===== src/verilog/mult_pkg.sv =====
// shared widths, opcode and sequencer state enums, request and subword control structs

package mult_pkg;

  //////////////////////////////
  // widths
  //////////////////////////////

  // operand and result width
  localparam int DATA_W = 32;
  // subword width for the 16x16 datapath
  localparam int HALF_W = 16;
  // shift immediate width
  localparam int IMM_W  = 5;

  //////////////////////////////
  // enums
  //////////////////////////////

  // multiplier operations
  typedef enum logic [3:0] {
    MUL_MAC32,
    MUL_MSU32,
    MUL_I,
    MUL_IR,
    MUL_H,
    MUL_DOT16,
    MUL_DOT8,
    MUL_DOT4,
    MUL_DOT2
  } mult_op_e;

  // high-half multiply step sequence
  typedef enum logic [2:0] {
    IDLE,
    STEP0,
    STEP1,
    STEP2,
    FINISH
  } mulh_state_e;

  //////////////////////////////
  // structs
  //////////////////////////////

  // one request as seen on the input handshake
  typedef struct packed {
    mult_op_e          op;
    // upper half-words for the subword ops
    logic              short_subword;
    // bit 0 for a, bit 1 for b
    logic [1:0]        short_signed;
    // bit 1 for a, bit 0 for b
    logic [1:0]        dot_signed;
    logic [IMM_W-1:0]  imm;
    logic [DATA_W-1:0] op_a;
    logic [DATA_W-1:0] op_b;
    logic [DATA_W-1:0] op_c;
  } mult_req_t;

  // controls of the 16x16 subword datapath
  typedef struct packed {
    logic [IMM_W-1:0] imm;
    // bit 0 picks the a half, bit 1 the b half
    logic [1:0]       subword;
    // bit 0 for a, bit 1 for b
    logic [1:0]       signed_ab;
    logic             shift_arith;
    // accumulator gets the saved carry as its top bit
    logic             carry_en;
  } short_ctrl_t;

endpackage


===== src/verilog/simd_dot.sv =====
// lane-parameterized SIMD dot product with accumulate

module simd_dot #(
  parameter int LANE_W = 16
) (
  input  logic [mult_pkg::DATA_W-1:0] op_a_i,
  input  logic [mult_pkg::DATA_W-1:0] op_b_i,
  input  logic [mult_pkg::DATA_W-1:0] op_c_i,
  input  logic [1:0]                  signed_i,
  output logic [mult_pkg::DATA_W-1:0] result_o
);
  import mult_pkg::*;

  localparam int N_LANES = DATA_W / LANE_W;
  localparam int PROD_W  = 2 * LANE_W + 2;

  logic [N_LANES-1:0][PROD_W-1:0] lane_prod;
  logic [DATA_W-1:0]              dot_sum;

  // per lane sign extension, bit 1 of signed_i for a and bit 0 for b
  for (genvar i = 0; i < N_LANES; i++) begin : g_lane
    logic [LANE_W:0] lane_a;
    logic [LANE_W:0] lane_b;

    assign lane_a = {signed_i[1] & op_a_i[i*LANE_W+LANE_W-1], op_a_i[i*LANE_W +: LANE_W]};
    assign lane_b = {signed_i[0] & op_b_i[i*LANE_W+LANE_W-1], op_b_i[i*LANE_W +: LANE_W]};

    assign lane_prod[i] = $signed(lane_a) * $signed(lane_b);
  end

  // adder tree left to synthesis, wraps modulo 2^32
  always_comb begin
    dot_sum = op_c_i;
    for (int i = 0; i < N_LANES; i++) begin
      dot_sum = dot_sum + DATA_W'($signed(lane_prod[i]));
    end
  end

  assign result_o = dot_sum;

endmodule

===== config.mk =====
export PLATFORM = sky130hd
export DESIGN_NAME = simd_dot
export DESIGN_NICKNAME = d
export VERILOG_FILES = /design/src/verilog/mult_pkg.sv /design/src/verilog/simd_dot.sv
export SDC_FILE = /design/constraint.sdc
export NUM_CORES = 2
export LEC_CHECK = 0
export BUFFER_PORTS_ARGS = -buffer_cell sky130_fd_sc_hd__buf_2
export CAP_MARGIN = 0
export CORE_ASPECT_RATIO = 0.6
export CORE_UTILIZATION = 38
export DETAILED_ROUTE_END_ITERATION = 8
export PLACE_DENSITY = 0.59
export SYNTH_ARGS = -nofsm -noshare
export SYNTH_HDL_FRONTEND = slang
export SYNTH_SLANG_ARGS = --single-unit

===== constraint.sdc =====
create_clock -name vclk -period 9.5
set_input_delay 0.475 -clock vclk [all_inputs]
set_output_delay 0.475 -clock vclk [all_outputs]
set_load 0.005 [all_outputs]

# --- Word-level counts from Yosys, hierarchy flattened ---
# Index checks and enable logic that the tools add are counted.
totals:
  regBits: 0
  input_bits: 98
  output_inout_bits: 32
  wordCells: 8
classes:
  add_sub_neg: 2
  multipliers: 2
  n_bitwise: 4
op_table:
  columns: ["cell", "count"]
  rows:
  - ["adder 32 bit", 2]
  - ["multiplier 17 x 17 -> 32 bit", 2]
  - ["bitwise AND 1 bit", 4]

# --- Longest topological paths before layout ---
depth:
  ltp_word: 4
  mapped_depth: 26
  mapped_depth_nobuf: 25

# --- Worst setup path after synthesis ---
# No wires, ideal clock.
synth_timing:
  path_type: "input to output"
  startpoint: "input port signed_i[1]"
  endpoint: "output port result_o[30] (netlist name)"
  arrival_ns: 7.333
  required_ns: 9.025
  path_slack_ns: 1.692
  path_stages: 24
  n_path_buf: 1
  cell_sequence: "and2_1 > clkbuf_1 > nand2_1 > inv_1 > fa_1 > fa_1 > inv_1 > fa_1 > inv_1 > fa_1 > fa_1 > fa_1 > fa_1 > inv_1 > fa_1 > inv_1 > ha_1 > a21o_1 > a311o_1 > a211o_1 > a21oi_2 > nor3b_2 > a21oi_1 > o311ai_2"
synth_via:
  elab_chain_cells: 4
  elab_cells_between_ends: 6
  classes_between: "add/sub (2); mul (2); bitwise (2)"
synth_lines:
  columns: ["item", "line_no", "rtl"]
  rows:
  - ["start, declared", "simd_dot.sv:9", "input logic [1:0] signed_i,"]
  - ["bitwise AND 1 bit", "simd_dot.sv:25", "assign lane_a = {signed_i[1] & op_a_i[i*LANE_W+LANE_W-1], op_a_i[i*LANE_W +: LANE_W]};"]
  - ["multiplier 17 x 17 -> 32 bit", "simd_dot.sv:28", "assign lane_prod[i] = $signed(lane_a) * $signed(lane_b);"]
  - ["adder 32 bit", "simd_dot.sv:35", "dot_sum = dot_sum + DATA_W'($signed(lane_prod[i]));"]
  - ["adder 32 bit (*)", "simd_dot.sv:35", null]
  - ["end, declared", "simd_dot.sv:10", "output logic [mult_pkg::DATA_W-1:0] result_o"]
# Every way passes the cells marked *; elsewhere a longest branch is shown, timed or not.

# --- Worst setup path after layout ---
# Ends and elaborated chain as after synthesis.

==> results.ini <==
[critical_path]
worst-setup-path-type=in2out
max_stage_delay_ns=0.63
crit_end=result_o[30]
end_kind=primary output
cpLargestDelayFamily=adder cells
crit_cells=26
crit_path_top_delay_cell=fa_1
crit_path_frequent_cell=fa_1
cp.arrival_ns=8.42
crit_start=signed_i[1]
cp-start-kind=input port
cp.buffers_inverters=8
crit_path_max_fanout=17
crit_required_ns=9.03

[final_layout]
area_growth_pct=5.88
clock_buffers=0
nNetsFinal=3471
register_area_sq_um=0
drive_above_1_share_pct=6.18
instances_no_fill=3308
n_sequential_cell=0
layout_commonest_cell=inv_1
final_cell_mix=inv_1 (741), fa_1 (662), nand2_1 (358), and2_1 (195), ha_1 (183)

[global_routing]
track_usage_pct=21.9
grt_pass1_vias=17600
use_met1_pct=34.0
busiest_layer=met1
grt_use_met2_pct=29.7
grt_first_pass_wirelength_um=102000
antenna_found_initial=2
grt_max_degree=27
grt_remaining_overflow=0
met3_usage_pct=7.87

[floorplan]
die_y_um=192
start_util_pct=38.5
io_pins=130
rows=69
die_width_um=319
coreArea_sq_um=59300
dieArea_sq_um=61200

[synthesis]
synth_cell_types=49
syn-cell-area_sq_um=22900
synth_area_leaders=fa_1 (58%), inv_1 (12%), ha_1 (10%)
avgSynthCellArea_sq_um=9.22
syn_nets=3422
synth_cells=2479
yosysWarnings=0
netlist.area_leader.share_pct=58.0
yosysTopAreaCell=fa_1
ys_seq_area_share_pct=0

[place]
io_buffers=130
pre_cts_slack_ns=0.645
dpl.hpwl_um=56300
place_inst=3307
globalplace.congestion=0.902

[detailed_routing]
dr.pass1.iters=7
wl_um=63200
ant_nets=0
drc=0
vias=15700
initialDrtViolationCount=838
wl_per_cell_um=19.1
routed_via_density=4.75

[cts]
cts-resized-gates=0
hold_buffers=0
cts_setup_buffers=0

[timing]
rsz0062_at_grt=no
clock.fmax_ghz=0.112
fin_setup_tns_ns=0
finalCritPeriodShare_pct=93.7
post-route-min-period_ns=8.90
final_hold_viol_count=0
setup_viol=0
maxSlewHeadroom_pct=36.2
worst_slack_ns=0.603
drv_slew=0
tightest_slew_ns=0.954

[flow_run]
maxCapViolCount=0

[outcome]
status=complete, no violations

[hold_path]
hp-class=in2out

## synth_stat cells, drive strengths merged, types with 3 or more instances
cell,instances
a211oi,4
a21o,14
a21oi,25
a221oi,3
and2,195
and3,17
clkbuf,88
fa,662
ha,183
inv,747
nand2,358
nand2b,4
nand3,3
nor2,43
nor2b,6
nor3,5
nor4,3
o21a,4
o21ai,15
o311ai,3
or2,12
xnor2,46
xor2,13
## logic make-up after synthesis
group | count (synthesis) | share of synthesized area, %
fa+ha+maj | 845 | 68.0
buf+inv | 837 | 13.7
simple gates | 654 | 13.5
compound gates | 84 | 2.49
xor+xnor | 59 | 2.26
## final cells by class
cell class | count | area [sq um]
fill | 5892 | 35100
multi-input combinational | 1642 | 19700
inverter | 747 | 2800
tap | 781 | 977
timing repair buffer | 137 | 703
antenna | 1 | 2.50
## through the flow
stage	hold slack (ns)	cell area [sq um]	util, %
after floorplan	1.18	22900	-
after global placement	1.37	24200	40.8
after detailed placement	1.37	24200	40.8
after CTS	1.38	24200	40.8
after global routing	1.40	24200	40.8
final	1.37	24200	40.8
## worst min path at each step
stage	from	to	slack (ns)	cells after the start
after floorplan	op_c_i[0]	result_o[0]	1.18	2
after global placement	op_c_i[0]	result_o[0]	1.37	4
after detailed placement	op_c_i[0]	result_o[0]	1.37	4
after CTS	op_c_i[0]	result_o[0]	1.38	4
after global routing	op_c_i[0]	result_o[0]	1.40	4
final	op_c_i[0]	result_o[0]	1.37	4
## metal layers
metal  vias to the layer above  routed length, um
met1                      8058              31100
li1                       7050                  -
met2                       552              24000
met4                         2                602
met3                        53               7380
met5                         -                  7
## worst min-delay path: cells and delay by family
family,cells,cell delay [ns]
buf+inv,2,0.18
fa+ha+maj,2,0.24
Power is not shown: default switching activity piles up to over one toggle a cycle in this logic, so the estimate is an artifact.
