### config.mk
export PLATFORM = sky130hd
export DESIGN_NAME = mulh_ctrl
export DESIGN_NICKNAME = d
export VERILOG_FILES = /design/src/verilog/mult_pkg.sv /design/src/verilog/mulh_ctrl.sv
export SDC_FILE = /design/constraint.sdc
export NUM_CORES = 1
export LEC_CHECK = 0
export BUFFER_PORTS_ARGS = -buffer_cell sky130_fd_sc_hd__buf_4
export CAP_MARGIN = 20
export CORE_UTILIZATION = 21
export DETAILED_ROUTE_END_ITERATION = 8
export PLACE_DENSITY = 0.72
export SYNTH_ARGS = -nofsm -noshare
export SYNTH_HDL_FRONTEND = slang
export SYNTH_SLANG_ARGS = --single-unit
export TNS_END_PERCENT = 10
### constraint.sdc
create_clock -name clk -period 1.2 [get_ports clk]
set_input_delay 0.06 -clock clk [delete_from_list [all_inputs] [get_ports clk]]
set_output_delay 0.06 -clock clk [all_outputs]
set_load 0.05 [all_outputs]
### src/verilog/mult_pkg.sv
// shared widths, opcode and sequencer state enums, request and subword control structs

package mult_pkg;

  //////////////////////////////
  // widths
  //////////////////////////////

  // operand and result width
  localparam int DATA_W = 32;
  // subword width for the 16x16 datapath
  localparam int HALF_W = 16;
  // shift immediate width
  localparam int IMM_W  = 5;

  //////////////////////////////
  // enums
  //////////////////////////////

  // multiplier operations
  typedef enum logic [3:0] {
    MUL_MAC32,
    MUL_MSU32,
    MUL_I,
    MUL_IR,
    MUL_H,
    MUL_DOT16,
    MUL_DOT8,
    MUL_DOT4,
    MUL_DOT2
  } mult_op_e;

  // high-half multiply step sequence
  typedef enum logic [2:0] {
    IDLE,
    STEP0,
    STEP1,
    STEP2,
    FINISH
  } mulh_state_e;

  //////////////////////////////
  // structs
  //////////////////////////////

  // one request as seen on the input handshake
  typedef struct packed {
    mult_op_e          op;
    // upper half-words for the subword ops
    logic              short_subword;
    // bit 0 for a, bit 1 for b
    logic [1:0]        short_signed;
    // bit 1 for a, bit 0 for b
    logic [1:0]        dot_signed;
    logic [IMM_W-1:0]  imm;
    logic [DATA_W-1:0] op_a;
    logic [DATA_W-1:0] op_b;
    logic [DATA_W-1:0] op_c;
  } mult_req_t;

  // controls of the 16x16 subword datapath
  typedef struct packed {
    logic [IMM_W-1:0] imm;
    // bit 0 picks the a half, bit 1 the b half
    logic [1:0]       subword;
    // bit 0 for a, bit 1 for b
    logic [1:0]       signed_ab;
    logic             shift_arith;
    // accumulator gets the saved carry as its top bit
    logic             carry_en;
  } short_ctrl_t;

endpackage

### src/verilog/mulh_ctrl.sv
// step sequencer and carry register for the multicycle high-half multiply

module mulh_ctrl (
  input  logic                        clk,
  input  logic                        rst_n,
  input  logic                        start_i,
  input  logic [1:0]                  signed_i,
  input  logic [mult_pkg::DATA_W+1:0] mac_i,
  input  logic                        out_free_i,
  output mult_pkg::short_ctrl_t       ctrl_o,
  output logic                        active_o,
  output logic                        carry_o,
  output logic                        finish_o
);
  import mult_pkg::*;

  mulh_state_e state_q;
  mulh_state_e state_d;
  logic        carry_q;
  logic        save_carry;

  //////////////////////////////
  // step decode
  //////////////////////////////

  always_comb begin
    state_d            = state_q;
    ctrl_o.imm         = '0;
    ctrl_o.subword     = 2'b00;
    ctrl_o.signed_ab   = 2'b00;
    ctrl_o.shift_arith = 1'b0;
    ctrl_o.carry_en    = 1'b1;
    active_o           = 1'b1;
    finish_o           = 1'b0;
    save_carry         = 1'b0;

    case (state_q)
      IDLE: begin
        active_o        = 1'b0;
        ctrl_o.carry_en = 1'b0;
        if (start_i) begin
          state_d = STEP0;
        end
      end
      STEP0: begin
        // al*bl is unsigned and fits in 32 bits, keep its upper half
        ctrl_o.imm = IMM_W'(HALF_W);
        state_d    = STEP1;
      end
      STEP1: begin
        // al*bh, signed when b is; the 33-bit sum keeps bit 32 as carry
        ctrl_o.signed_ab   = {signed_i[1], 1'b0};
        ctrl_o.subword     = 2'b10;
        ctrl_o.shift_arith = 1'b1;
        save_carry         = 1'b1;
        state_d            = STEP2;
      end
      STEP2: begin
        // ah*bl, signed when a is; the shift drops bits 33:32 again
        ctrl_o.signed_ab   = {1'b0, signed_i[0]};
        ctrl_o.subword     = 2'b01;
        ctrl_o.imm         = IMM_W'(HALF_W);
        ctrl_o.shift_arith = 1'b1;
        state_d            = FINISH;
      end
      FINISH: begin
        // ah*bh plus the running sum gives the high word
        ctrl_o.signed_ab = signed_i;
        ctrl_o.subword   = 2'b11;
        finish_o         = 1'b1;
        if (out_free_i) begin
          state_d = IDLE;
        end
      end
      default: begin
        state_d = IDLE;
      end
    endcase
  end

  //////////////////////////////
  // state and carry
  //////////////////////////////

  always_ff @(posedge clk or negedge rst_n) begin
    if (!rst_n) begin
      state_q <= IDLE;
      carry_q <= 1'b0;
    end else begin
      state_q <= state_d;
      // carry lives for one step only
      if (save_carry) begin
        carry_q <= mac_i[DATA_W];
      end else begin
        carry_q <= 1'b0;
      end
    end
  end

  assign carry_o = carry_q;

  a_state_legal: assert property (
    @(posedge clk) disable iff (!rst_n)
    state_q inside {IDLE, STEP0, STEP1, STEP2, FINISH}
  ) else $error("mulh sequencer in an undefined state");

endmodule

Word level (Yosys, flattened, before mapping)
Index checks and enable logic that the tools add are counted.
{ "totals": {"reg_bits": 4, "word_cells": 22} }
{ "classes": {"n_eq_ne": 6, "n_mux": 10, "n_reduce_logical": 4} }
{ "op_table": {"columns": ["cell", "count"], "rows": [
  ["$pmux W3 S5", 1],
  ["$pmux W4 S3", 1],
  ["$eq A3 B2 Y1 const B", 2],
  ["$mux W3", 2],
  ["$mux W1", 5],
  ["$mux W5", 1],
  ["$ne A2 B2 Y1 const B", 2],
  ["$reduce_or A2 Y1", 2],
  ["$eq A3 B1 Y1 const B", 1],
  ["$eq A3 B3 Y1 const B", 1],
  ["$logic_not A3 Y1", 1],
  ["$reduce_and A2 Y1", 1]
]} }

Logic depth before layout (Yosys ltp)
{ "depth": {"depth_word": 3, "ltp_mapped": 3, "mapped_depth_nobuf": 2} }

Worst setup path after synthesis
OpenSTA, ideal clock, no wires.
{ "synth_path": {"kind": "flip-flop to output port", "from": "reg state_q[1]", "to": "out ctrl_o[3] in the netlist's numbering", "arrival_time_ns": 1.784, "required_ns": 1.140, "setup_slack_ns": -0.644, "stages_incl_launch_ff": 4, "n_path_buf": 1, "cell_sequence": "dfrtp_1 clkbuf_2 xnor2_1 nor3b_1"} }
{ "synth_rtl": {"columns": ["item", "line", "rtl"], "rows": [
  ["start, declared", "mulh_ctrl.sv:17", "mulh_state_e state_q;"],
  ["start signal, assigned", "mulh_ctrl.sv:90", "state_q <= state_d;"],
  ["end, declared", "mulh_ctrl.sv:10", "output mult_pkg::short_ctrl_t ctrl_o,"]
]} }

==> impl_metrics.toml <==
[setup_path]
worstReg2RegStart = "state_q[0]"
critical_path_class = "flip-flop to output port"
path_buf_inv = 1
timing.rr.end = "state_q[2]"
worst_ep_required_time_ns = 1.14
reg2reg_depth = 3
cp.depth = 3
crit_start = "state_q[0]"
reg2reg_slack_ns = 0.09
path_cells = "or3b_4, a21boi_4, buf_6"
cpPeakStageDelay_ns = 0.43
crit_family = "simple AND/OR/NAND/NOR gates"
setup.worst_path.end_class = "output port"
cp_slowest_cell = "or3b_4"
path_max_fanout = 4
crit_path_end = "ctrl_o[2]"
critPathArrivalTime_ns = 1.33
worst_setup_path_start_kind = "flip-flop"

[outcome]
violations = "negative setup slack"
outcome = "finished with violations"

[cells_and_area]
diodes = 0
synthToLayoutAreaGrowth_pct = 92.20
final.fill_count = 117
nets = 92
final_cells = 64
final_core_util_pct = 45.35
drive_gt1_share_pct = 64.00

[detailed_routing]
drt_iter0_drc = 6
postRouteAntennaNets = 0
dr_wl_met2_um = 352
via_per_inst = 3.922
wl_met3_um = 40
vias = 251
drc = 0
wire_per_inst_um = 9.406
finalWirelength_um = 602
met1Wirelength_um = 210
highest_layer = "met3"
first_pass_iters = 2

[power_and_ir_drop]
switching_share_pct = 53.45
max-vdd-ir-drop_mv = 1.305
clkPwrFrac_pct = 7.4
powerDensity_nw_per_um2 = 4110
leakagePower_nw = 0.2684
p_switching_w = 0.001152
combinationalPowerShare_pct = 81.8
seqPwrFrac_pct = 10.8
intPower_w = 0.001003

[timing]
fin_skew_ns = 0.002466
finalWorstSetupSlack_ns = -0.1938
slew_viol_final = 0
setup_viol = 8
hold_viol = 0
holdWs_ns = 0.08838
period_needed_ns = 1.394
fmax_mhz = 717.5
tns_ns = -1.070
fin_crit_sh_pct = 116.2
rsz0062_at_grt = "true"

[global_routing]
grtUsageTotal_pct = 10.53
grt_max_degree = 9
antenna_found_initial = 0
grt_pass1_wl_um = 972
grt_remaining_overflow = 0
grt_pass1_vias = 259

[synth]
syn-mean-instance-area_um2 = 9.406
ys_types = 18
yosysWarnings = 0
syn-cell-area_um2 = 272.8
yosys_register_bits = 4
syn_inst = 29
synth_top_area_cell = "dfrtp_1"
yosys-top-cells-area = "dfrtp_1, buf_4, and2b_2"
ys_seq_area_share_pct = 36.70
synth_top_area_share_pct = 36.70

[place]
portBuffers = 16
dp_cells = 59
post-dp-hpwl_um = 504.6
place_congestion = 0.7208

[floorplanning]
ios = 54
core_area_um2 = 1156
die_x_um = 38.04
rows = 12
die_h_um = 38.04
start_util_pct = 23.59
die_area_um2 = 1447

[clock_network]
postCtsSetupBuffers = 0
htreeDepth = 1
clockRootBuffer = "clkbuf_4"
clk_pin_slew_worst_paths_ns = 0.04
insertion_delay_ns = 0.23
cts_buffers = 3
cts_sinks = 4
cts_tree = "built"
cts_max_path_buffers = 2

[min_path]
hold_class = "input pin to flip-flop"

[run]
cap_violations = 0
[metrics by stage]
stage	worst slack, ns	total power [W]	instance area [um2]
detailed placement	0.01747	0.001775	429.2
CTS	-0.2079	0.002100	509.2
floorplan	-0.1377	0.001404	309.0
global route	-0.2506	0.002286	524.3
global placement	0.02362	0.001753	429.2
finish	-0.1938	0.002155	524.3
[registers in the layout (all words and copies together) (netlist names)]
| name | count |
|---|---|
| carry_o | 1 |
| state_q | 3 |
[worst register-to-register path, stage by stage, from the launching register on]
cell and delay [ns]:
dfrtp_1 0.37, or3b_4 0.43, buf_4 0.15, o21ai_2 0.10
[power groups by stage]
stage	clock (W)	sequential, W	combinational [W]
global placement	0	0.000229	0.00152
global route	0.000176	0.000239	0.00187
floorplan	0	0.000266	0.00114
detailed placement	0	0.000236	0.00154
finish	0.000160	0.000232	0.00176
CTS	0.000168	0.000235	0.00170
[cell families after synthesis]
family                 count (synthesis)  synth area share [%]
other                                  1                 1.375
AO/OA/AOI/OAI                          2                 7.340
XOR/XNOR                               2                 6.423
flip-flops                             4                 36.70
AND/OR/NAND/NOR                       12                 29.36
buffers and inverters                  8                 18.80
[metal layers]
layer / vias up / GRT usage [%]
met1: 115 / 9.386
met3: 0 / 2.326
met4: 0 / 10.71
met2: 12 / 18.64
met5: - / 0
li1: 124 / -
[layout by cell type, fill, tap and decap left out, drive strengths merged]
cell and instances:
conb 4, dlygate4sd3 2, dfrtp 4, o21ai 1, clkbuf 3, and2b 2, nor2 3, inv 1
buf 20, and3b 1, or3b 1, nor3b 1, xnor2 2, nor3 1, nand3b 1, or3 1
nand2 1, a21boi 1
[timing repair]
item,in CTS,in global routing
hold endpoints to repair,5,0
endpoints found under the setup margin,9,9
gates resized for setup,9,2
hold buffers,2,0
pin swaps,0,1
[synthesized netlist by cell type]
library cell,n
inv_1,1
nand3b_1,1
dfrtp_1,4
or3b_4,1
buf_2,1
a21boi_2,1
nor3_1,1
clkbuf_2,1
nor3b_1,1
o21ai_2,1
conb_1,1
nand2_1,1
or3_2,1
buf_4,5
and2b_2,2
xnor2_1,2
nor2_1,3
and3b_1,1
[how the worst min path moves through the flow]
stage	endpoint	cells past startpoint	slack (ns)	from
2_1_floorplan	carry_o	0	-0.24	rst_n
3_3_place_gp	carry_o	1	-0.14	rst_n
3_5_place_dp	state_q[0]	1	-0.14	rst_n
4_1_cts	carry_o	2	0.09	mac_i[32]
5_1_grt	carry_o	2	0.1	mac_i[32]
6_report	carry_o	2	0.09	mac_i[32]
[cell type report]
| type | count | area [um2] | share of cell area [%] |
|---|---|---|---|
| Clock buffer | 3 | 22.52 | 4.296 |
| Timing Repair Buffer | 22 | 203.9 | 38.90 |
| Multi-Input combinational cell | 20 | 176.4 | 33.65 |
| Tap cell | 14 | 17.52 | 3.341 |
| Inverter | 1 | 3.754 | 0.7160 |
| Sequential cell | 4 | 100.1 | 19.09 |
No activity file was read; power rests on OpenSTA's default activity.
