==> src/verilog/mult_pkg.sv <==
// shared widths, opcode and sequencer state enums, request and subword control structs

package mult_pkg;

  //////////////////////////////
  // widths
  //////////////////////////////

  // operand and result width
  localparam int DATA_W = 32;
  // subword width for the 16x16 datapath
  localparam int HALF_W = 16;
  // shift immediate width
  localparam int IMM_W  = 5;

  //////////////////////////////
  // enums
  //////////////////////////////

  // multiplier operations
  typedef enum logic [3:0] {
    MUL_MAC32,
    MUL_MSU32,
    MUL_I,
    MUL_IR,
    MUL_H,
    MUL_DOT16,
    MUL_DOT8,
    MUL_DOT4,
    MUL_DOT2
  } mult_op_e;

  // high-half multiply step sequence
  typedef enum logic [2:0] {
    IDLE,
    STEP0,
    STEP1,
    STEP2,
    FINISH
  } mulh_state_e;

  //////////////////////////////
  // structs
  //////////////////////////////

  // one request as seen on the input handshake
  typedef struct packed {
    mult_op_e          op;
    // upper half-words for the subword ops
    logic              short_subword;
    // bit 0 for a, bit 1 for b
    logic [1:0]        short_signed;
    // bit 1 for a, bit 0 for b
    logic [1:0]        dot_signed;
    logic [IMM_W-1:0]  imm;
    logic [DATA_W-1:0] op_a;
    logic [DATA_W-1:0] op_b;
    logic [DATA_W-1:0] op_c;
  } mult_req_t;

  // controls of the 16x16 subword datapath
  typedef struct packed {
    logic [IMM_W-1:0] imm;
    // bit 0 picks the a half, bit 1 the b half
    logic [1:0]       subword;
    // bit 0 for a, bit 1 for b
    logic [1:0]       signed_ab;
    logic             shift_arith;
    // accumulator gets the saved carry as its top bit
    logic             carry_en;
  } short_ctrl_t;

endpackage

==> src/verilog/int_mac.sv <==
// 32-bit multiply-accumulate and multiply-subtract, low word of the result

module int_mac (
  input  logic [mult_pkg::DATA_W-1:0] op_a_i,
  input  logic [mult_pkg::DATA_W-1:0] op_b_i,
  input  logic [mult_pkg::DATA_W-1:0] op_c_i,
  input  logic                        msu_i,
  output logic [mult_pkg::DATA_W-1:0] result_o
);
  import mult_pkg::*;

  logic [DATA_W-1:0] op_a_msu;
  logic [DATA_W-1:0] op_b_corr;

  // c - a*b = c + (~a)*b + b, so one multiplier serves both ops
  assign op_a_msu  = op_a_i ^ {DATA_W{msu_i}};
  assign op_b_corr = op_b_i & {DATA_W{msu_i}};

  // low word only, signedness does not matter modulo 2^32
  assign result_o = op_c_i + op_b_corr + op_a_msu * op_b_i;

endmodule

==> config.mk <==
export PLATFORM = sky130hd
export DESIGN_NAME = int_mac
export DESIGN_NICKNAME = d
export VERILOG_FILES = /design/src/verilog/mult_pkg.sv /design/src/verilog/int_mac.sv
export SDC_FILE = /design/constraint.sdc
export NUM_CORES = 1
export LEC_CHECK = 0
export BUFFER_PORTS_ARGS = -buffer_cell sky130_fd_sc_hd__buf_2
export CORE_MARGIN = 1.5
export CORE_UTILIZATION = 60
export DETAILED_ROUTE_END_ITERATION = 12
export MAX_ROUTING_LAYER = met4
export PLACE_DENSITY = 0.9
export SLEW_MARGIN = 20
export SYNTH_ARGS = -nofsm -noshare
export SYNTH_HDL_FRONTEND = slang
export SYNTH_SLANG_ARGS = --single-unit
==> constraint.sdc <==
create_clock -name vclk -period 11.16
set_input_delay 1.116 -clock vclk [all_inputs]
set_output_delay 1.116 -clock vclk [all_outputs]
set_load 0.01 [all_outputs]
Word-level counts from Yosys, hierarchy flattened
Index checks and enable logic that the tools add are counted.
- flip-flop bits (word level): 0
- logic and storage cells: 5
- bitwise logic cells: 2
- $add $sub $neg: 2
- multipliers: 1
- operator list (cell ; number):
    $add A32 B32 Y32 ; 2
    $and A32 B32 Y32 ; 1
    $mul A32 B32 Y32 ; 1
    $xor A32 B32 Y32 ; 1

Longest topological paths before layout
Gate-level depths: netlist (run 1).
- word-level depth: 3
- mapped depth: 31

Worst setup path after synthesis (run 1)
No wires, ideal clock.
- path kind: input to output
- start point: input msu_i
- end point: output result_o[28] in the netlist's numbering
- stages: 27
- data required time: 10044 ps
- arrival: 7886 ps
- slack: 2158 ps
- path through: buf_4 > buf_12 > buf_6 > buf_4 > xor2_1 > clkbuf_1 > and2_1 > fa_1 > fa_1 > inv_1 > fa_1 > fa_1 > fa_1 > inv_1 > fa_1 > fa_1 > inv_1 > fa_1 > inv_1 > ha_1 > a21o_1 > a21o_1 > a31oi_1 > o21ai_1 > a21o_1 > a21oi_1 > xnor2_1
- word-level cells in the longest chain between the ends: 3
- RTL lines (item ; line ; text):
    start: declaration ; int_mac.sv:7 ; input logic msu_i,
    $xor A32 B32 Y32 or $and A32 B32 Y32 (tied branches) ; int_mac.sv:16, int_mac.sv:17 ;
    $mul A32 B32 Y32 or $add A32 B32 Y32 (tied branches) ; int_mac.sv:20 ; assign result_o = op_c_i + op_b_corr + op_a_msu * op_b_i;
    $add A32 B32 Y32 (*) ; int_mac.sv:20 ;
    end: declaration ; int_mac.sv:8 ; output logic [mult_pkg::DATA_W-1:0] result_o
Every way passes the cells marked *; elsewhere a longest branch is shown, timed or not.

Worst setup path in the final report (run 1)
- start point: input msu_i
- end point: output result_o[31] in the netlist's numbering
The elaborated chain is that of the path after synthesis.

==> results of run 1 <==
## stage by stage
stage / setup slack, ps / instance area (um2) / utilization [%] / hold slack [ps] / cells
6_report: 587.1 / 19240 / 64.59 / 2706 / 2500
5_1_grt: 189.6 / 19240 / 64.59 / 2744 / 2500
4_1_cts: 727.9 / 19240 / 64.59 / 2712 / 2500
3_5_place_dp: 737.4 / 19240 / 64.59 / 2712 / 2500
3_3_place_gp: 920.7 / 19240 / 64.59 / 2662 / 2500
2_1_floorplan: 2158 / 18290 / - / 2506 / 2053
## routing by layer
metal	GRT usage [%]	up-vias	part of all wire [%]
li1	-	5931	-
met1	41.44	7113	36
met2	56.74	938	48
met3	5.484	254	9.7
met4	17.86	0	6.3
met5	-	-	0
## logic make-up after synthesis
logic type | Yosys count
AOI/OAI and AO/OA | 92
buffers and inverters | 632
and+or+nand+nor | 608
adders and majority gates | 600
xor gates and xnor gates | 118
muxes | 3
## critical path, delay by kind of cell
| family | cells | cell delay (ps) |
|---|---|---|
| AOI/OAI and AO/OA | 7 | 2010 |
| xor gates and xnor gates | 2 | 790 |
| adders and majority gates | 9 | 3780 |
| buffers and inverters | 8 | 1350 |
| and+or+nand+nor | 2 | 400 |
## Yosys cell counts (2+ instances only)
library cell / count / area (um2)
fa_1: 467 / 9349
buf_4: 2 / 15.01
nor2_1: 18 / 67.56
a21o_1: 15 / 112.6
and3_1: 2 / 12.51
mux2i_1: 2 / 20.02
a221oi_1: 2 / 17.52
o211ai_1: 6 / 45.04
or3_1: 2 / 12.51
a21oi_1: 21 / 105.1
nand2_1: 270 / 1013
a211oi_1: 4 / 30.03
o21a_1: 7 / 52.55
nand3_1: 2 / 10.01
and2_1: 298 / 1864
xnor2_1: 75 / 656.9
nor2b_1: 5 / 31.28
o21bai_1: 5 / 37.54
nor3_1: 3 / 15.01
ha_1: 133 / 1664
xor2_2: 11 / 178.9
o21ai_1: 5 / 25.02
and4_1: 2 / 17.52
nand2b_1: 3 / 18.77
clkbuf_1: 90 / 337.8
o21ai_0: 13 / 65.06
xor2_1: 31 / 271.5
inv_1: 536 / 2012
buf_6: 2 / 22.52
a21boi_0: 2 / 15.01
## area by class of cell
type / instances / area [um2]
fillers: 2252 / 10550
multi-input cells: 1421 / 15920
repair buffers: 153 / 828.3
inverters: 536 / 2012
well taps: 390 / 488.0
## path summary, 6_finish.rpt
path | slack (ps) | to | from
max | 590 | result_o[31] | msu_i
min | 2710 | result_o[0] | op_c_i[0]
==> impl_metrics.py, run 1 <==
metrics = {
    "run_status": {
        "outcome": "finished clean",
    },
    "clock_tree": {
        "cts_hold_buf": 0,
        "cts_setup_buffers": 0,
        "cts.repair.resized": 0,
    },
    "detailed_routing": {
        "vias_per_cell": 5.694,
        "firstDrtPassIters": 5,
        "wl_per_cell_um": 19.89,
        "drc": 0,
        "drtIter0Drc": 1108,
        "antenna_left": 0,
        "wl_mm": 49.73,
        "num_vias": 14236,
    },
    "hold_path": {
        "hold_class": "in2out",
        "hold_depth": 4,
    },
    "synth": {
        "synth_cell_types": 49,
        "synth_simple_gate_area_share_pct": 16.86,
        "syn_inst": 2053,
        "synth_compound_area_share_pct": 3.353,
        "mappedNetlistArea_um2": 18290,
        "yosys_warnings": 0,
        "syn_area_per_cell_um2": 8.907,
        "syn-num-nets": 2750,
        "synthAdderAreaFrac_pct": 60.23,
        "synth_top_family_by_area": "adder cells",
        "synth_xor_area_share_pct": 6.206,
        "ys_seq_area_share_pct": 0,
        "synthMuxAreaShare_pct": 0.1711,
    },
    "placed_design": {
        "post-dp-hpwl_mm": 40.29,
        "io_buffers": 129,
        "gp_congestion": 0.9528,
    },
    "sta": {
        "finalMaxSlewViolations": 0,
        "grt_setup_unrepaired": "false",
        "fin_crit_ps": 10570,
        "finalHoldViolCount": 0,
        "finalSetupTns_ps": 0,
        "setup_viol": 0,
        "worst_slew_pin_slew_ps": 997.2,
        "max_slew_margin_pct": 33.46,
        "fmax_mhz": 94.58,
        "period_share_pct": 94.74,
    },
    "worst_setup_path": {
        "worstPathArrival_ps": 9460,
        "slowest_delay_ps": 620,
        "start_kind": "input pin",
        "worstPathRequired_ps": 10040,
        "path_max_fanout": 33,
        "crit_slowest_cell": "xor2_2",
        "cp-end-kind": "primary output",
        "worstSetupPathType": "in2out",
        "crit_top_cell": "fa_1",
    },
    "floorplanning": {
        "die_w_um": 177.6,
        "initial_utilization_pct": 61.37,
        "dieArea_um2": 31530,
        "core-area_um2": 29800,
        "rows": 63,
        "num_io_pins": 129,
        "die_y_um": 177.6,
    },
    "flow_run": {
        "cap_violations": 0,
    },
    "cells_and_area": {
        "final_nets": 2809,
        "final-seq-area_um2": 0,
        "seq_cells": 0,
        "drive_gt1_share_pct": 8.104,
        "mostFrequentLayoutCells": "inv_1 (536), fa_1 (467), and2_1 (298), nand2_1 (270), ha_1 (133)",
        "area_growth_pct": 5.241,
        "n_clock_buffer": 0,
        "antenna_cells": 0,
        "layout_commonest_cell": "inv_1",
    },
    "global_route": {
        "antenna_found_initial": 0,
        "grt_pass1_vias": 16339,
        "grt_first_pass_wirelength_mm": 81.28,
        "overflow": 0,
        "grt_usage_pct": 34.58,
        "grt_max_degree": 36,
    },
}
Power of run 1 is left out: the tool's default activity adds up to more than one toggle a clock period on the data nets, which glitch-free logic cannot reach.
==> run 2: changes to the inputs <==
--- a/config.mk
+++ b/config.mk
@@ -6,6 +6,7 @@
 export NUM_CORES = 1
 export LEC_CHECK = 0
 export BUFFER_PORTS_ARGS = -buffer_cell sky130_fd_sc_hd__buf_2
+export CORE_ASPECT_RATIO = 1.75
 export CORE_MARGIN = 1.5
 export CORE_UTILIZATION = 60
 export DETAILED_ROUTE_END_ITERATION = 12
==> run 2 against run 1 <==
Fmax down 0.72%. Die area rose by 0.13%. Sequential cell count unchanged. Core utilization fell by 0.61 points. Sequential share of layout area did not move. Via count is 0.13% higher. Highest routed layer unchanged. First-iteration DRC count shrank 29%. Non-clock buffer count decreased by 2. Final area is essentially flat. Final cell count fell by 0.12%.
==> impl_metrics.py, run 2 (synthesized netlist as in run 1, its figures left out) <==
metrics = {
    "detailed_routing": {
        "num_vias": 14255,
        "wl_mm": 52.14,
        "wl_per_cell_um": 20.88,
        "antenna_left": 0,
        "drtIter0Drc": 792,
        "firstDrtPassIters": 5,
        "vias_per_cell": 5.709,
        "drc": 0,
    },
    "sta": {
        "finalHoldViolCount": 0,
        "fmax_mhz": 93.90,
        "setup_viol": 0,
        "finalMaxSlewViolations": 0,
        "fin_crit_ps": 10650,
        "worst_slew_pin_slew_ps": 1065,
        "max_slew_margin_pct": 28.97,
        "grt_setup_unrepaired": "false",
        "finalSetupTns_ps": 0,
        "period_share_pct": 95.43,
    },
    "cells_and_area": {
        "multi_input_area_um2": 15910,
        "mostFrequentLayoutCells": "inv_1 (536), fa_1 (467), and2_1 (298), nand2_1 (270), ha_1 (133)",
        "final-seq-area_um2": 0,
        "final_nets": 2807,
        "n_clock_buffer": 0,
        "seq_cells": 0,
        "fin_cells": 2497,
        "fill_cells": 2387,
        "drive_gt1_share_pct": 8.017,
        "layout_commonest_cell": "inv_1",
        "final_util_pct": 63.98,
        "area_growth_pct": 5.173,
    },
    "floorplanning": {
        "die_y_um": 233.9,
        "die_w_um": 135.0,
        "initial_utilization_pct": 60.83,
        "num_io_pins": 129,
        "dieArea_um2": 31570,
        "rows": 84,
        "core-area_um2": 30060,
    },
    "global_route": {
        "grt_max_degree": 36,
        "grt_usage_pct": 35.83,
        "overflow": 0,
        "grt_pass1_vias": 16496,
        "antenna_found_initial": 2,
        "grt_first_pass_wirelength_mm": 82.41,
    },
    "worst_setup_path": {
        "worstPathArrival_ps": 9530,
        "cp-end-kind": "primary output",
        "path_max_fanout": 34,
        "start_kind": "input pin",
        "crit_end": "result_o[30]",
        "worstPathRequired_ps": 10040,
        "worstSetupPathType": "in2out",
        "startpoint": "msu_i",
    },
    "run_status": {
        "outcome": "finished clean",
    },
    "placed_design": {
        "post-dp-hpwl_mm": 43.36,
        "gp_congestion": 1.003,
        "placed_cells": 2495,
        "io_buffers": 129,
    },
    "clock_tree": {
        "cts_hold_buf": 0,
        "cts_setup_buffers": 0,
        "cts.repair.resized": 0,
    },
    "hold_path": {
        "hold_class": "in2out",
    },
    "flow_run": {
        "cap_violations": 0,
    },
}
-- run 2: layout make-up --
cell class	count	share of cell area, %
multi-input combinational	1421	82.70
tap	387	2.518
timing repair buffer	151	4.294
antenna	2	0.02602
inverter	536	10.46
-- run 2: metrics by stage --
step	area (um2)	hold slack [ps]	setup slack, ps
after global routing	19230	2739	262.5
after global placement	19230	2671	792.4
after floorplan	18290	2506	2158
after CTS	19230	2712	624.0
final	19230	2710	509.9
after detailed placement	19230	2712	660.0
-- run 2: critical path, stage by stage --
cell and delay, ps:
buf_4 500, buf_12 330, xor2_1 680, buf_4 280, nand2_1 90, fa_1 530
fa_1 570, fa_1 470, fa_1 540, fa_1 540, inv_1 60, fa_1 450
fa_1 540, fa_1 440, ha_1 360, a21o_1 170, a21o_1 160, a21oi_1 380
nand2_1 100, a31oi_1 170, o21ai_1 230, a311oi_1 420, xnor2_1 180, buf_2 160
-- run 2: worst min path at each step --
stage	endpoint	from	depth (start not counted)
2_1_floorplan	result_o[0]	op_c_i[0]	2
3_3_place_gp	result_o[0]	op_c_i[0]	4
3_5_place_dp	result_o[0]	op_c_i[0]	4
4_1_cts	result_o[0]	op_c_i[0]	4
5_1_grt	result_o[0]	op_c_i[0]	4
6_report	result_o[0]	op_c_i[0]	4
-- run 2: layer usage --
metal	vias to the layer above	wire length, um	track usage, %
met1	7208	15290	33.45
met5	-	0	-
met3	379	3359	5.145
li1	5916	-	-
met2	752	27610	63.67
met4	0	5879	30.65
Power of run 2 is left out for the same reason.
