--- config.mk ---
export PLATFORM = sky130hd
export DESIGN_NAME = short_mult
export DESIGN_NICKNAME = d
export VERILOG_FILES = /design/src/verilog/mult_pkg.sv /design/src/verilog/short_mult.sv
export SDC_FILE = /design/constraint.sdc
export NUM_CORES = 1
export LEC_CHECK = 0
export ABC_AREA = 0
export BUFFER_PORTS_ARGS = -buffer_cell sky130_fd_sc_hd__buf_4
export CAP_MARGIN = 20
export CORE_MARGIN = 3
export CORE_UTILIZATION = 35
export DETAILED_ROUTE_END_ITERATION = 16
export PLACE_DENSITY = 0.61
export REMOVE_ABC_BUFFERS = 1
export SYNTH_ARGS = -nofsm -noshare
export SYNTH_HDL_FRONTEND = slang
export SYNTH_SLANG_ARGS = --single-unit
--- constraint.sdc ---
create_clock -name vclk -period 14
set_input_delay 1.4 -clock vclk [all_inputs]
set_output_delay 1.4 -clock vclk [all_outputs]
set_load 0.01 [all_outputs]
--- src/verilog/mult_pkg.sv ---
// shared widths, opcode and sequencer state enums, request and subword control structs

package mult_pkg;

  //////////////////////////////
  // widths
  //////////////////////////////

  // operand and result width
  localparam int DATA_W = 32;
  // subword width for the 16x16 datapath
  localparam int HALF_W = 16;
  // shift immediate width
  localparam int IMM_W  = 5;

  //////////////////////////////
  // enums
  //////////////////////////////

  // multiplier operations
  typedef enum logic [3:0] {
    MUL_MAC32,
    MUL_MSU32,
    MUL_I,
    MUL_IR,
    MUL_H,
    MUL_DOT16,
    MUL_DOT8,
    MUL_DOT4,
    MUL_DOT2
  } mult_op_e;

  // high-half multiply step sequence
  typedef enum logic [2:0] {
    IDLE,
    STEP0,
    STEP1,
    STEP2,
    FINISH
  } mulh_state_e;

  //////////////////////////////
  // structs
  //////////////////////////////

  // one request as seen on the input handshake
  typedef struct packed {
    mult_op_e          op;
    // upper half-words for the subword ops
    logic              short_subword;
    // bit 0 for a, bit 1 for b
    logic [1:0]        short_signed;
    // bit 1 for a, bit 0 for b
    logic [1:0]        dot_signed;
    logic [IMM_W-1:0]  imm;
    logic [DATA_W-1:0] op_a;
    logic [DATA_W-1:0] op_b;
    logic [DATA_W-1:0] op_c;
  } mult_req_t;

  // controls of the 16x16 subword datapath
  typedef struct packed {
    logic [IMM_W-1:0] imm;
    // bit 0 picks the a half, bit 1 the b half
    logic [1:0]       subword;
    // bit 0 for a, bit 1 for b
    logic [1:0]       signed_ab;
    logic             shift_arith;
    // accumulator gets the saved carry as its top bit
    logic             carry_en;
  } short_ctrl_t;

endpackage

--- src/verilog/short_mult.sv ---
// 16x16 subword multiply with carry-extended accumulator, rounding and immediate shift

module short_mult (
  input  logic [mult_pkg::DATA_W-1:0] op_a_i,
  input  logic [mult_pkg::DATA_W-1:0] op_b_i,
  input  logic [mult_pkg::DATA_W-1:0] op_c_i,
  input  mult_pkg::short_ctrl_t       ctrl_i,
  input  logic                        carry_i,
  input  logic                        round_i,
  output logic [mult_pkg::DATA_W+1:0] mac_o,
  output logic [mult_pkg::DATA_W-1:0] result_o
);
  import mult_pkg::*;

  logic [HALF_W:0]   half_a;
  logic [HALF_W:0]   half_b;
  logic [DATA_W:0]   acc;
  logic [DATA_W+1:0] prod;
  logic [DATA_W-1:0] round_bit;
  logic [DATA_W-1:0] round_val;
  logic              msb_hi;
  logic              msb_lo;
  logic [DATA_W+1:0] shift_in;
  logic [DATA_W+1:0] shifted;

  //////////////////////////////
  // operand selection
  //////////////////////////////

  assign half_a[HALF_W-1:0] = ctrl_i.subword[0] ? op_a_i[DATA_W-1:HALF_W] : op_a_i[HALF_W-1:0];
  assign half_b[HALF_W-1:0] = ctrl_i.subword[1] ? op_b_i[DATA_W-1:HALF_W] : op_b_i[HALF_W-1:0];

  // 17th bit is the sign only for signed operands
  assign half_a[HALF_W] = ctrl_i.signed_ab[0] & half_a[HALF_W-1];
  assign half_b[HALF_W] = ctrl_i.signed_ab[1] & half_b[HALF_W-1];

  // during the high-half steps the saved carry acts as bit 32
  assign acc = ctrl_i.carry_en ? {carry_i, op_c_i} : {op_c_i[DATA_W-1], op_c_i};

  //////////////////////////////
  // multiply and accumulate
  //////////////////////////////

  assign prod = $signed(half_a) * $signed(half_b);

  // rounding adds half an lsb of the shifted result, nothing for imm 0
  assign round_bit = DATA_W'(1) << ctrl_i.imm;
  assign round_val = round_i ? {1'b0, round_bit[DATA_W-1:1]} : '0;

  assign mac_o = $signed(acc) + $signed(prod) + $signed({1'b0, round_val});

  //////////////////////////////
  // shift
  //////////////////////////////

  // the 34-bit sum is only meaningful with the carry, else bit 31 is the sign
  assign msb_hi = ctrl_i.carry_en ? mac_o[DATA_W+1] : mac_o[DATA_W-1];
  assign msb_lo = ctrl_i.carry_en ? mac_o[DATA_W]   : mac_o[DATA_W-1];

  assign shift_in = {ctrl_i.shift_arith & msb_hi,
                     ctrl_i.shift_arith & msb_lo,
                     mac_o[DATA_W-1:0]};

  assign shifted  = $signed(shift_in) >>> ctrl_i.imm;
  assign result_o = shifted[DATA_W-1:0];

endmodule

Word level (Yosys, flattened, before mapping):

Cells that the tools add are included.

* $add $sub $neg: 2
* shift-type cells: 2
* $mul: 1
* mux-type cells: 6
* bitwise operators: 4

Operators with widths (number)
* 33-bit by 34-bit adder with 34-bit output: 1
* 34-bit by 32-bit adder with 34-bit output: 1
* 17-bit by 17-bit multiplier with 34-bit output: 1
* 34-bit by 5-bit >>> shifter with 32-bit output: 1
* 33-bit two-way mux: 1
* 16-bit two-way mux: 2
* 1-bit by 5-bit << shifter with 32-bit output, first input constant: 1
* 31-bit two-way mux: 1
* 1-bit bitwise AND: 4
* 1-bit two-way mux: 2

* logic and storage cells: 15
* register bits: 0
* input bits: 109

Logic depth before layout (Yosys ltp):

Gate-level depths: netlist (run 1).

* depth after elaboration: 8
* mapped depth: 30

Worst setup path after synthesis (run 1):

No wires, ideal clock.

* path kind: input to output
* start: input ctrl_i[5] (netlist bit)
* end: output result_o[7] (netlist bit)
* data required time: 12.600 ns
* cell stages on the path: 27
* arrival: 9.291 ns
* path slack: 3.309 ns
* cells stage by stage: clkbuf_1 > buf_1 > mux2_2 > nand2_1 > inv_1 > fa_1 > inv_1 > fa_1 > inv_1 > fa_1 > fa_1 > fa_1 > inv_1 > fa_1 > inv_1 > ha_1 > ha_1 > nand2_1 > o211ai_1 > nor4b_1 > o21a_1 > nand2b_1 > xor2_1 > o2111ai_1 > mux4_2 > a211o_1 > o21ai_0

RTL lines
* start, declared: RTL line short_mult.sv:7 `input mult_pkg::short_ctrl_t ctrl_i,`
* 16-bit two-way mux *: RTL line short_mult.sv:31 `assign half_b[HALF_W-1:0] = ctrl_i.subword[1] ? op_b_i[DATA_W-1:HALF_W] : op_b_i[HALF_W-1:0];`
* 1-bit bitwise AND: RTL line short_mult.sv:35 `assign half_b[HALF_W] = ctrl_i.signed_ab[1] & half_b[HALF_W-1];`
* 17-bit by 17-bit multiplier with 34-bit output *: RTL line short_mult.sv:44 `assign prod = $signed(half_a) * $signed(half_b);`
* 33-bit by 34-bit adder with 34-bit output *: RTL line short_mult.sv:50 `assign mac_o = $signed(acc) + $signed(prod) + $signed({1'b0, round_val});`
* 34-bit by 32-bit adder with 34-bit output *: RTL line short_mult.sv:50
* net mac_o, one bit: RTL line short_mult.sv:10 `output logic [mult_pkg::DATA_W+1:0] mac_o,`
* 34-bit by 5-bit >>> shifter with 32-bit output *: RTL line short_mult.sv:64 `assign shifted = $signed(shift_in) >>> ctrl_i.imm;`
* end, declared: RTL line short_mult.sv:11 `output logic [mult_pkg::DATA_W-1:0] result_o`

The timed path passes the listed nets; every way through them passes the cells marked *.

Worst setup path after layout (run 1):

* start: input ctrl_i[4] (netlist bit)
* end: output result_o[9] (netlist bit)

* cells in the longest elaborated chain, start to end: 8

Ends and longest elaborated chain
* 16-bit two-way mux *: RTL line short_mult.sv:30 `assign half_a[HALF_W-1:0] = ctrl_i.subword[0] ? op_a_i[DATA_W-1:HALF_W] : op_a_i[HALF_W-1:0];`
* 1-bit bitwise AND: RTL line short_mult.sv:34 `assign half_a[HALF_W] = ctrl_i.signed_ab[0] & half_a[HALF_W-1];`
* 17-bit by 17-bit multiplier with 34-bit output *: RTL line short_mult.sv:44
* 33-bit by 34-bit adder with 34-bit output *: RTL line short_mult.sv:50
* 34-bit by 32-bit adder with 34-bit output *: RTL line short_mult.sv:50
* 1-bit two-way mux (on tied branches): RTL line short_mult.sv:58, short_mult.sv:57
* 1-bit bitwise AND (on tied branches): RTL line short_mult.sv:61, short_mult.sv:60
* 34-bit by 5-bit >>> shifter with 32-bit output *: RTL line short_mult.sv:64

Every way passes the cells marked *; elsewhere a longest branch is shown, timed or not.

==> qor.txt, run 1 <==
Post-DP Area - 17800 um^2
Top post-synthesis cells by area - fa_1, inv_1, ha_1, nand2_1, nor2_1
Synth Instances - 1825
Die height - 220 um
FFs & Latches - 0
Final count of pins violating max slew - 0
Antenna violations before repair - 0
Critical Path End - result_o[9]
Port buffer count - 175
Post-detail-place hpwl - 44.5 mm
Row count - 77
Tot GR Track Use - 21.0%
Antenna viol nets, final - 0
Startpoint Class - input port
Clock buffer count - 0
Critical path type - in -> out
GRT overflow - 0
Core Footprint - 44700 um^2
Worst slew margin - 25.7%
Final-report setup violation count - 0
P&R area growth vs syn - 11.3%
Post-route DRC violation count - 0
FMAX - 80.6 MHz
Largest net degree at the start of global routing - 60
WL per Instance - 20.0 um
Finished Core Util - 39.9%
Critical path peak fanout - 31
Unrepaired setup endpoints after global routing - false
Post-Syn Area - 16000 um^2
I/O Pins - 175
Starting Density - 35.9%
# hold bufs at CTS - 0
DR vias/cell - 5.28
Crit path capture type - output pin
Register area - 0 um^2
Synth cell types - 84
Fin crit share - 88.6%
Routed vias - 13400
Final instance area - 17800 um^2
Worst Hold Class - in -> out
Drt pass-1 iters - 6
Yosys top cell area share - 46.1%
Setup tns final - 0 ns
Die boundary width - 220 um
Final #Nets - 2530
Sequential area share after synthesis - 0%
Worst path required time - 12.60 ns
Syn Area/Cell - 8.79 um^2
First-pass GRT wire length - 79.1 mm
Tightest Pin Transition - 1.08 ns
Total Wirelength - 50.6 mm
Status - finished, final reports clean
Drt first-iter violations - 929
Crit path time final - 12.40 ns
Gpl congestion - 0.911
Total setup buffers inserted after CTS - 0
Critical Path Start - ctrl_i[4]
Worst path arrival time - 11.00 ns
Share of layout cells above drive strength 1 - 14.2%
Final antenna diode count - 0
Maxcap violations - 0
Vias in the first global route - 14300
Post-CTS Resized - 0
Hold path depth - 4
Leading area contributor after synthesis - fa_1
Hold Fails Final Rpt - 0
Synth warn - 0
Die Area - 48400 um^2
==> cell type report <==
type	count	area, um^2
Timing Repair Buffer	193	1450
Multi-Input combinational cell	1365	14200
Fill cell	4541	26900
Tap cell	592	741
Inverter	385	1450
==> cell usage after synthesis, drive strengths merged (3+ instances only) <==
cell type  number
a211o           8
a211oi         19
a21o           13
a21oi          56
a221o           3
a221oi          7
a22oi           5
a31oi           4
and2           15
and3           11
buf            22
clkbuf         51
fa            369
ha            107
inv           384
mux2           38
mux2i          57
mux4           16
nand2         212
nand2b         11
nand3          20
nand4           5
nor2          193
nor3           23
o2111ai         4
o211ai         13
o21a            9
o21ai          40
o221ai          8
o22ai           6
o2bb2ai         3
o31ai           4
or2             5
or3             9
xnor2          23
xor2           15
==> cells in the final DEF, fill, tap and decap left out, types with 4 or more instances in the layout <==
master and count:
a211o_1 8, a211oi_1 15, a21o_1 12, a21oi_1 55, a221oi_1 4, a22oi_1 5
a31oi_1 4, and2_1 13, and3_1 11, buf_4 193, fa_1 369, ha_1 107
inv_1 382, mux2_2 38, mux2i_1 54, mux4_2 15, nand2_1 212, nand2b_1 10
nand3_1 20, nand4_1 5, nor2_1 193, nor3_1 22, o2111ai_1 4, o211ai_1 13
o21a_1 9, o21ai_0 37, o221ai_1 8, o22ai_1 6, o31ai_1 4, or2_2 4
or3_1 9, xnor2_1 23, xor2_1 14
==> how the worst min path moves through the flow <==
stage               start      endpoint  slack, ns
4_1_cts        ctrl_i[10]  result_o[16]       3.32
6_report        op_c_i[0]      mac_o[0]       3.31
5_1_grt         op_c_i[0]      mac_o[0]       3.34
3_5_place_dp   ctrl_i[10]  result_o[16]       3.32
2_1_floorplan  ctrl_i[10]  result_o[15]       2.88
3_3_place_gp    op_c_i[0]      mac_o[0]       3.31
==> critical path, stage by stage <==
cell	delay, ns
buf_4	0.37
mux2_2	0.45
and2_0	0.64
nand2_1	0.74
fa_1	0.80
fa_1	0.45
fa_1	0.49
inv_1	0.06
fa_1	0.50
inv_1	0.06
fa_1	0.55
inv_1	0.06
fa_1	0.44
ha_1	0.29
ha_1	0.43
a21oi_1	0.17
o211ai_1	0.24
nor4b_1	0.48
o21a_1	0.29
o21ai_1	0.15
mux2i_1	0.47
a221oi_1	0.18
a21oi_1	0.40
mux2i_1	0.23
a221oi_1	0.44
buf_4	0.20
==> layer usage <==
| metal | share of wire, % | global-route usage (%) | wire length (um) | up-vias |
|---|---|---|---|---|
| li1 | - | - | - | 5980 |
| met1 | 39 | 27.0 | 19900 | 6808 |
| met2 | 50 | 37.1 | 25500 | 481 |
| met3 | 6.1 | 2.01 | 3100 | 110 |
| met4 | 4.1 | 7.02 | 2060 | 0 |
| met5 | 0 | 0 | 0 | - |
==> metrics by stage <==
stage / std cells / hold WS [ns] / setup slack [ns]
finish: 2535 / 3.31 / 1.60
detailed placement: 2532 / 3.32 / 1.64
global placement: 2532 / 3.31 / 1.92
CTS: 2532 / 3.32 / 1.61
global route: 2535 / 3.34 / 0.912
floorplan: 1750 / 2.88 / 3.38
==> kinds of logic after synthesis <==
logic type	count (synthesis)	synth area share, %
AO/OA/AOI/OAI	226	9.99
XOR/XNOR	38	2.12
adder cells (fa/ha/maj)	476	54.4
buffers and inverters	460	11.4
multiplexers	111	8.52
AND/OR/NAND/NOR	514	13.5
Power of run 1 is not shown: default switching activity piles up to over one toggle a cycle in this logic, so the estimate is an artifact.
==> inputs of run 2 (changes only) <==
CELL_PAD_IN_SITES_DETAIL_PLACEMENT = 0   (was default)
CELL_PAD_IN_SITES_GLOBAL_PLACEMENT = 1   (was default)
CORE_MARGIN = default   (was 3)
PLACE_DENSITY = 0.74   (was 0.61)
==> run 2 against run 1 <==
Count of clock-buffer cells in the layout is the same. Highest routed layer unchanged. Critical path depth is the same. First-iteration DRC count shrank 26%. Flip-flop and latch count is the same. Sequential share of layout area is the same.
==> qor.txt, run 2 (synthesized netlist as in run 1, its figures left out) <==
Final antenna diode count - 0 (unchanged)
Final-report setup violation count - 0 (unchanged)
Largest net degree at the start of global routing - 60 (unchanged)
Critical path type - in -> out
Worst path required time - 12.60 ns (about the same)
Total Wirelength - 49.8 mm (-1.5%)
FMAX - 81.2 MHz (+0.68%)
WL per Instance - 19.6 um (-1.9%)
Total setup buffers inserted after CTS - 0 (unchanged)
Status - finished, final reports clean
Startpoint Class - input port
Post-route DRC violation count - 0 (unchanged)
Starting Density - 35.4% (-0.46 points)
Register area - 0 um^2 (unchanged)
Worst Hold Class - in -> out
Clock buffer count - 0 (unchanged)
Hold Fails Final Rpt - 0 (unchanged)
Final count of pins violating max slew - 0 (unchanged)
Unrepaired setup endpoints after global routing - false
Post-detail-place hpwl - 43.6 mm (-2.1%)
Worst slew margin - 29.1% (+3.4 points)
Maxcap violations - 0 (unchanged)
Drt pass-1 iters - 5 (-1)
Fin crit share - 88.0% (-0.60 points)
Setup tns final - 0 ns (unchanged)
GRT overflow - 0 (unchanged)
Worst path arrival time - 10.92 ns (-0.08 ns)
FFs & Latches - 0 (unchanged)
Gpl congestion - 0.876 (-3.9%)
Die boundary width - 216 um (-1.8%)
Most common cell after layout, fill and taps aside - inv_1
I/O Pins - 175 (unchanged)
Row count - 78 (+1.3%)
Final #Nets - 2531 (+0.040%)
Routed vias - 13400 (+0.030%)
Antenna violations before repair - 0 (unchanged)
Vias in the first global route - 14100 (-0.74%)
Critical path peak fanout - 31 (unchanged)
First-pass GRT wire length - 78.5 mm (-0.70%)
# hold bufs at CTS - 0 (unchanged)
Drt first-iter violations - 684 (-26%)
Crit path time final - 12.32 ns (-0.0841 ns)
Share of layout cells above drive strength 1 - 14.1% (about the same)
Tot GR Track Use - 21.5% (+0.57 points)
Die Area - 46700 um^2 (-3.6%)
Die height - 216 um (-1.8%)
Post-CTS Resized - 0 (unchanged)
Core Footprint - 45300 um^2 (+1.3%)
Crit path capture type - output pin
Tightest Pin Transition - 1.03 ns (-0.0498 ns)
Port buffer count - 175 (unchanged)
DR vias/cell - 5.26 (-0.32%)
P&R area growth vs syn - 11.4% (about the same)
Most frequent cells in the layout - inv_1, fa_1, nand2_1
Antenna viol nets, final - 0 (unchanged)
-- run 2: cell types whose count changed in the layout (fill, tap and decap cells not counted) --
cell	change
mux2i_2	-1
buf_4	+1
mux2i_1	+1
-- run 2: worst max-delay path, cell delays in order --
cell	delay, ns
buf_4	0.36
mux2_2	0.46
and2_0	0.65
nand2_1	0.76
fa_1	0.80
fa_1	0.44
fa_1	0.49
inv_1	0.05
fa_1	0.50
inv_1	0.05
fa_1	0.52
inv_1	0.04
fa_1	0.44
ha_1	0.29
ha_1	0.42
a21oi_1	0.17
o211ai_1	0.27
nor4b_1	0.47
o21a_1	0.31
o21ai_1	0.16
mux2i_1	0.43
a221oi_1	0.16
a21oi_1	0.41
mux2i_1	0.24
a221oi_1	0.39
buf_4	0.18
-- run 2: area by class of cell --
class / count / area (um^2)
Fill cell: 4649 / 27400
Multi-Input combinational cell: 1365 / 14200
Timing Repair Buffer: 194 / 1460
Inverter: 385 / 1450
Tap cell: 600 / 751
-- run 2: path summary, 6_finish.rpt --
path | from | endpoint | slack, ns | depth (start not counted)
setup / recovery | ctrl_i[4] | result_o[9] | 1.68 | 26
hold / removal | ctrl_i[9] | result_o[5] | 3.33 | 3
-- run 2: layer usage --
metal	GRT usage, %	share of wire, %
met5	0	0
met4	6.83	3.7
met3	1.78	4.6
met2	36.9	50
met1	28.7	42
-- run 2: through the flow --
step	util (%)	instances	area [um^2]	hold WS, ns	setup slack, ns
2_1_floorplan	-	1750	15700	2.88	3.38
3_3_place_gp	39.4	2540	17800	3.32	1.95
3_5_place_dp	39.4	2540	17800	3.32	1.74
4_1_cts	39.4	2540	17800	3.32	1.73
5_1_grt	39.4	2544	17900	3.34	0.982
6_report	39.4	2544	17900	3.33	1.68
Power of run 2 is left out for the same reason.
